===== src/rtl/nn_cfg_pkg.sv =====
`default_nettype none

package nn_cfg_pkg;

    // vector sizing
    localparam int neuron_num  = 4;  // neurons in the output layer
    localparam int z_width     = 8;  // signed pre-activation
    localparam int act_width   = 8;  // unsigned activation / target

    // arithmetic widths
    localparam int der_width   = 9;  // derivative, padded to diff width
    localparam int diff_width  = 9;  // signed a - y
    localparam int delta_width = 18; // signed (a - y) * a'

    localparam int tag_width   = 8;  // sample tag carried alongside
    localparam int lut_depth   = 256; // one entry per value of z

    // which rule fills a lookup table
    typedef enum logic [0:0] {
        lut_act, // hard sigmoid activation
        lut_der  // derivative taken from that activation
    } lut_kind_e;

endpackage

`default_nettype wire


===== src/rtl/nn_delta_pkg.sv =====
`default_nettype none

package nn_delta_pkg;

    // scalar element types
    typedef logic signed [nn_cfg_pkg::z_width-1:0]     z_t;
    typedef logic        [nn_cfg_pkg::act_width-1:0]   act_t;   // also used for targets
    typedef logic        [nn_cfg_pkg::der_width-1:0]   der_t;   // msb always zero
    typedef logic signed [nn_cfg_pkg::delta_width-1:0] delta_t;

    // one element per neuron, lane 0 in the low bits
    typedef z_t     [nn_cfg_pkg::neuron_num-1:0] z_vec_t;
    typedef act_t   [nn_cfg_pkg::neuron_num-1:0] act_vec_t;
    typedef der_t   [nn_cfg_pkg::neuron_num-1:0] der_vec_t;
    typedef delta_t [nn_cfg_pkg::neuron_num-1:0] delta_vec_t;

    // request: tag, pre-activations and targets
    typedef struct packed {
        logic [nn_cfg_pkg::tag_width-1:0] tag;
        z_vec_t                           z;
        act_vec_t                         y;
    } delta_req_t;

    // response: tag echoed back with the delta vector
    typedef struct packed {
        logic [nn_cfg_pkg::tag_width-1:0] tag;
        delta_vec_t                       delta;
    } delta_rsp_t;

endpackage

`default_nettype wire


===== src/rtl/activation_lut.sv =====
`timescale 1ns/1ps
`default_nettype none

module activation_lut #(
    parameter type                   entry_t = nn_delta_pkg::act_t,
    parameter nn_cfg_pkg::lut_kind_e kind    = nn_cfg_pkg::lut_act
) (
    input  logic                                  clk,
    input  logic                                  rst,
    input  logic                                  en,
    input  nn_delta_pkg::z_vec_t                  z,
    output entry_t [nn_cfg_pkg::neuron_num-1:0]   entries
);

    typedef entry_t table_t [nn_cfg_pkg::lut_depth];

    // entry for a table index, the index being z read as unsigned
    function automatic entry_t lut_rule(int idx);
        int z_val;
        int a_val;
        z_val = (idx >= nn_cfg_pkg::lut_depth / 2) ? idx - nn_cfg_pkg::lut_depth : idx;
        a_val = 2 * z_val + 128; // hard sigmoid before clamping
        if (a_val < 0) begin
            a_val = 0;
        end else if (a_val > 255) begin
            a_val = 255;
        end
        if (kind == nn_cfg_pkg::lut_act) begin
            return entry_t'(a_val);
        end
        return entry_t'((a_val * (255 - a_val)) / 256); // a' = a(1-a) in 8-bit scale
    endfunction

    function automatic table_t build_table();
        table_t t;
        for (int i = 0; i < nn_cfg_pkg::lut_depth; i++) begin
            t[i] = lut_rule(i);
        end
        return t;
    endfunction

    localparam table_t lut_table = build_table(); // fixed at elaboration

    // four lanes read the same table in parallel
    always_ff @(posedge clk) begin
        if (rst) begin
            entries <= '0;
        end else if (en) begin // hold while the pipeline is stalled
            for (int i = 0; i < nn_cfg_pkg::neuron_num; i++) begin
                entries[i] <= lut_table[$unsigned(z[i])]; // -1 maps to entry 255
            end
        end
    end

endmodule

`default_nettype wire


===== src/rtl/delta_combiner.sv =====
`timescale 1ns/1ps
`default_nettype none

module delta_combiner (
    input  logic                             clk,
    input  logic                             rst,
    input  logic                             in_valid,
    input  logic [nn_cfg_pkg::tag_width-1:0] tag,
    input  nn_delta_pkg::act_vec_t           y,
    input  nn_delta_pkg::act_vec_t           act,   // registered by the lookup
    input  nn_delta_pkg::der_vec_t           der,   // registered by the lookup
    output logic                             advance,
    output nn_delta_pkg::delta_rsp_t         rsp,
    output logic                             rsp_valid,
    input  logic                             rsp_ready
);

    typedef logic signed [nn_cfg_pkg::diff_width-1:0] diff_t;
    typedef diff_t [nn_cfg_pkg::neuron_num-1:0]       diff_vec_t;

    // stage 1, alongside the lookup registers
    logic                             s1_valid;
    logic [nn_cfg_pkg::tag_width-1:0] s1_tag;
    nn_delta_pkg::act_vec_t           s1_y;

    // stage 2, difference and carried derivative
    logic                             s2_valid;
    logic [nn_cfg_pkg::tag_width-1:0] s2_tag;
    diff_vec_t                        s2_diff;
    nn_delta_pkg::der_vec_t           s2_der;

    // stage 3 is the response register itself
    logic                             s3_valid;

    // the whole pipe moves together, so one stall signal is enough
    assign advance   = !s3_valid || rsp_ready;
    assign rsp_valid = s3_valid;

    // valid bits
    always_ff @(posedge clk) begin
        if (rst) begin
            s1_valid <= 1'b0;
            s2_valid <= 1'b0;
            s3_valid <= 1'b0;
        end else if (advance) begin
            s1_valid <= in_valid; // req_ready is advance, so this is the handshake
            s2_valid <= s1_valid;
            s3_valid <= s2_valid;
        end
    end

    // stage 1: capture tag and target with the lookup inputs
    always_ff @(posedge clk) begin
        if (advance) begin
            s1_tag <= tag;
            s1_y   <= y;
        end
    end

    // stage 2: a - y, both zero-extended so the result is signed 9 bits
    always_ff @(posedge clk) begin
        if (advance) begin
            s2_tag <= s1_tag;
            s2_der <= der;
            for (int i = 0; i < nn_cfg_pkg::neuron_num; i++) begin
                s2_diff[i] <= $signed({1'b0, act[i]}) - $signed({1'b0, s1_y[i]});
            end
        end
    end

    // stage 3: signed product, a' has a zero msb so it stays positive
    always_ff @(posedge clk) begin
        if (advance) begin
            rsp.tag <= s2_tag;
            for (int i = 0; i < nn_cfg_pkg::neuron_num; i++) begin
                rsp.delta[i] <= nn_delta_pkg::delta_t'(s2_diff[i] * $signed(s2_der[i]));
            end
        end
    end

endmodule

`default_nettype wire


===== src/rtl/output_delta_top.sv =====
`timescale 1ns/1ps
`default_nettype none

module output_delta_top (
    input  logic                     clk,
    input  logic                     rst,
    input  nn_delta_pkg::delta_req_t req,
    input  logic                     req_valid,
    output logic                     req_ready,
    output nn_delta_pkg::delta_rsp_t rsp,
    output logic                     rsp_valid,
    input  logic                     rsp_ready
);

    logic                   advance; // pipeline moves on this cycle
    nn_delta_pkg::act_vec_t act;     // a per lane, stage 1
    nn_delta_pkg::der_vec_t der;     // a' per lane, stage 1

    assign req_ready = advance;

    // activation table
    activation_lut #(
        .entry_t (nn_delta_pkg::act_t),
        .kind    (nn_cfg_pkg::lut_act)
    ) act_lut (
        .clk     (clk),
        .rst     (rst),
        .en      (advance),
        .z       (req.z),
        .entries (act)
    );

    // derivative table, padded to the difference width
    activation_lut #(
        .entry_t (nn_delta_pkg::der_t),
        .kind    (nn_cfg_pkg::lut_der)
    ) der_lut (
        .clk     (clk),
        .rst     (rst),
        .en      (advance),
        .z       (req.z),
        .entries (der)
    );

    delta_combiner combiner (
        .clk       (clk),
        .rst       (rst),
        .in_valid  (req_valid),
        .tag       (req.tag),
        .y         (req.y),
        .act       (act),
        .der       (der),
        .advance   (advance),
        .rsp       (rsp),
        .rsp_valid (rsp_valid),
        .rsp_ready (rsp_ready)
    );

endmodule

`default_nettype wire


===== config.mk =====
export PLATFORM = sky130hd
export DESIGN_NAME = output_delta_top
export DESIGN_NICKNAME = d
export VERILOG_FILES = /design/src/rtl/nn_cfg_pkg.sv /design/src/rtl/nn_delta_pkg.sv /design/src/rtl/activation_lut.sv /design/src/rtl/delta_combiner.sv /design/src/rtl/output_delta_top.sv
export SDC_FILE = /design/constraint.sdc
export NUM_CORES = 1
export LEC_CHECK = 0
export BUFFER_PORTS_ARGS = -buffer_cell sky130_fd_sc_hd__buf_2
export CAP_MARGIN = 0
export CORE_MARGIN = 5
export CORE_UTILIZATION = 30
export DETAILED_ROUTE_END_ITERATION = 16
export GPL_TIMING_DRIVEN = 0
export PLACE_DENSITY = 0.43
export SLEW_MARGIN = 40
export SYNTH_ARGS = -nofsm -noshare
export SYNTH_HDL_FRONTEND = slang
export SYNTH_HIERARCHICAL = 1
export SYNTH_SLANG_ARGS = --single-unit
export TNS_END_PERCENT = 5

===== constraint.sdc =====
create_clock -name clk -period 24 [get_ports clk]
set_input_delay 6 -clock clk [delete_from_list [all_inputs] [get_ports clk]]
set_output_delay 6 -clock clk [all_outputs]
set_load 0.005 [all_outputs]

Word level (Yosys, flattened, before mapping)
Memories as Yosys holds them, arrays and structs flattened. A register that Yosys moved wholly into a read port is not among the register bits. Index checks and enable logic that the tools add are counted.

Memories: 8. Output and inout bits: 82. Memory bits (read-only): 17408. Input bits: 76. Word-level logic and storage cells: 44. Bits in registers: 203.

Reduce and logical (&&, ||, !) cells: 2. Add/sub/neg operators: 4. Bitwise gates (word level): 4. Multipliers: 4.

Memories: (no name shown) (depth 256, width 9, read ports 1, clocked after memory_dff 1, write ports 0, RTL line activation_lut.sv:50) `entries[i] <= lut_table[$unsigned(z[i])];`; (no name shown) (depth 256, width 9, read ports 1, clocked after memory_dff 1, write ports 0, RTL line activation_lut.sv:50); (no name shown) (depth 256, width 9, read ports 1, clocked after memory_dff 1, write ports 0, RTL line activation_lut.sv:50); (no name shown) (depth 256, width 9, read ports 1, clocked after memory_dff 1, write ports 0, RTL line activation_lut.sv:50); (no name shown) (depth 256, width 8, read ports 1, clocked after memory_dff 1, write ports 0, RTL line activation_lut.sv:50); (no name shown) (depth 256, width 8, read ports 1, clocked after memory_dff 1, write ports 0, RTL line activation_lut.sv:50); 2 more memories.

Operator list (count): $mul 9x9->18 (4); $not 8->9 (4); $sub 8x8->9 (4); $logic_not 1->1 (1); $logic_or 1x1->1 (1).

Depth between registers and ports, before layout
Depth in word-level cells: 2. Mapped depth: 19. Gate-level depth less buffers: 18.

By module
The synthesis kept the hierarchy.

By module, submodules not included: delta_combiner (area an instance 19261.0 um^2, sequential area each 6065.8 um^2, cells each 1678, times used 1); activation_lut (der_lut) (area an instance 4794.6 um^2, sequential area each 480.5 um^2, cells each 707, times used 1); activation_lut (act_lut) (area an instance 1316.3 um^2, sequential area each 640.6 um^2, cells each 149, times used 1).

Least setup slack after synthesis
Ideal clock, no wire load.

Kind: input to output. Start point: input rsp_ready. End point: output req_ready. Buffers on the path: 0. Stages on the path: 1. Required time: 18.000 ns. Setup slack: 6.992 ns. Data arrival time: 11.008 ns. Cell sequence: nand2b_1.

Longest elaborated chain between the ends: 1.

Ends and longest elaborated chain: from (decl) (RTL line output_delta_top.sv:12) `input logic rsp_ready`; $logic_or 1x1->1 (RTL line delta_combiner.sv:36) `assign advance = !s3_valid || rsp_ready;`; to (decl) (RTL line output_delta_top.sv:9) `output logic req_ready,`.

No other way between the ends.

Worst setup path in the final report
Ends and elaborated chain as after synthesis.

==> impl_results.md <==
- Drt total wl: 67.5 mm
- Worst reg2reg startpoint: combiner/s2_der[9]$_DFFE_PP_
- Post-synthesis async set-or-reset flop share: 0%
- Post-CTS resize count: 0
- Core area: 83,800 µm²
- Share of cells above drive strength 1: 11.2%
- Clock buffer depth: 3
- Vias in the first global route: 19,499
- Mapped cell area: 25,400 µm²
- Critical path startpoint category: input pin
- Cells along the critical path: buf_2, nand2b_4, buf_12, buf_2
- Drt drc: 0
- Reg clk slew, reported paths: 0.05 ns
- Post-synth EDFFs: 200
- Post-synth top area share: 23.7%
- Post-placement setup slack: 11.25 ns
- FMAX: 78.7 MHz
- LEAKAGE: 13.3 nW
- Slew margin rel.: 49.6%
- Starting DRT DRC Count: 1,019
- Setup TNS: 0 ns
- Initial antenna violation count: 9
- Area leader, netlist: edfxtp_1
- Cts hold-fix bufs: 0
- Seq/Total Area, Yosys: 28.3%
- HPWL after detailed placement: 52.2 mm
- CTS root buf: clkbuf_16
- P&R area growth vs syn: 14.7%
- Hold Path Cell Cnt: 0
- Reg-to-reg endpoint: combiner/rsp[34]$_DFFE_PP_
- Worst-case vdd ir drop: 0.0779 mV
- Clock Latency Late Sink: 0.57 ns
- Pwr per Cell Area: 120 nW/µm²
- Top_reg_cell synth: edfxtp_1
- Crit. End Element: output pin
- Die Y: 301 µm
- Total Power: 3.48 mW
- Minimum clock period: 12.71 ns
- CTS tree: yes
- Crit path DAT: 6.71 ns
- # fillers: 8,695
- Cell at the slowest stage of the critical path: buf_12
- Drt pass-1 iters: 6
- Worst Path Buf+Inv: 3
- H-tree levels: 2
- Critical path's top delay family: buffers and inverters
- Yosys warnings: 6
- Final hold violation count: 0
- Worst Hold Class: flip-flop to flip-flop
- Slew Viols, Final: 0
- Routed len/inst: 17.2 µm
- Max incr delay on CP: 0.25 ns
- Hold EP: combiner/rsp[77]$_DFFE_PP_
- CP Depth: 4
- Storage cell area: 7190 µm²
- I/O pin total: 158
- Worst Path Required: 18.00 ns
- R2R cell count: 16
- Cts bufs inserted: 39
- Max Cap Viol: 0
- Die Area: 90,500 µm²
- R2R Setup Slk: 18.58 ns
- Die width: 301 µm
- Crit-path max FO: 40
- Most frequent cells in the layout: inv_1 (355), fa_1 (284), nand2_1 (241)
- Seq cells post-synth: 259
- Vias per Instance: 4.74
- Fin Clk Skew: 0.0187 ns
- First-pass GRT wire length: 109 mm
- GRT Total Usage: 15.0%
- Rows: 106
- # Post-CTS Setup Buffers: 0
- Synth unique cells: 83
- Pin count of the biggest net entering global routing: 41
- Hold Path Origin: combiner/s2_tag[5]$_DFFE_PP_
- Most common cell on crit path: buf_2
- Outcome: finished clean
- Gate Count Post-Synth: 2,534
- Leading cell type in the layout, fill and taps excluded: inv_1
- Final setup margin: 11.29 ns
- Routed Antenna Nets: 0
- Worst Tran Pin Value: 0.756 ns
- Routability Congestion: 0.887
- Syn Area/Cell: 10.0 µm²
- Multi-input combinational cell area: 16,300 µm²
- Initial Utilization: 30.3%
- Endpoints failing setup: 0
- Gr ovfl total: 0
- Via count: 18,565
- Crit Path Class: input pin to output pin
- Final worst-path cycle share: 52.9%
- CTS Sinks: 259
- NumNets Final: 3,321
- Top post-synthesis cells by area: edfxtp_1 (24%), fa_1 (22%), ha_1 (10%)
- Port Buffers: 157
- RSZ-0062 raised after global routing: false
## cells in the mapped netlist, drive strengths merged, types with 59 or more instances
master,n
clkbuf,61
dfxtp,59
edfxtp,200
fa,284
nor2b,69
and2,140
nor2,145
a21oi,82
ha,212
xnor2,69
nand2,241
inv,357
o21ai,92
## layout make-up
cell class / count / share of cell area, %
Antenna cell: 3 / 0.0258
Sequential cell: 259 / 24.7
Clock inverter: 22 / 0.933
Timing Repair Buffer: 163 / 3.11
Inverter: 359 / 4.63
Clock buffer: 49 / 3.66
Buffer: 116 / 1.93
Tap cell: 1134 / 4.88
Multi-Input combinational cell: 1811 / 56.1
## sequential cells by signal, summed over array words and instances, names as in the netlist
signal and cells:
act_lut/entries 32, combiner/s2_der 36, combiner/rsp 80, combiner/s1_valid 1
combiner/s2_tag 8, combiner/s1_tag 8, combiner/rsp_valid 1, der_lut/entries 24
combiner/s1_y 32, combiner/s2_valid 1, combiner/s2_diff 36
## where the power goes
group          leakage [nW]  switching (mW)  internal (mW)
logic                  9.99            1.14          0.998
registers              2.64          0.0535          0.681
clock network         0.642           0.225          0.379
total                  13.3            1.42           2.06
## layer usage
metal,track usage [%],share of wire [%]
met3,2.38,4.5
met2,25.0,47
met1,20.5,46
met4,3.94,2.5
met5,0,0.067
## worst max-delay path by stage
stage / start / end
floorplan: rsp_ready / req_ready
global placement: rsp_ready / req_ready
detailed placement: rsp_ready / req_ready
CTS: rsp_ready / req_ready
global route: rsp_ready / req_ready
finish: rsp_ready / req_ready
## cell families (layout without fill, tap and decap cells)
family	count (synthesis)	after routing	synth area share [%]
other cells	1	15	0.0148
xor+xnor	99	99	3.42
buf+inv	475	709	7.52
compound gates	435	435	11.9
fa+ha+maj	497	497	32.9
mux	27	27	1.48
flops	259	259	28.3
simple gates	741	741	14.4
## through the flow
stage                     hold WS (ns)  instance area (µm²)  std cells  util [%]
after floorplan                  0.400                25400       2545         -
final                            0.416                29100       3916      34.7
after global routing             0.428                29100       3913      34.7
after CTS                        0.419                29100       3913      34.7
after global placement           0.401                27600       3836      32.9
after detailed placement         0.406                27700       3842      33.1
Note: power is estimated with default switching activity, not from simulation.
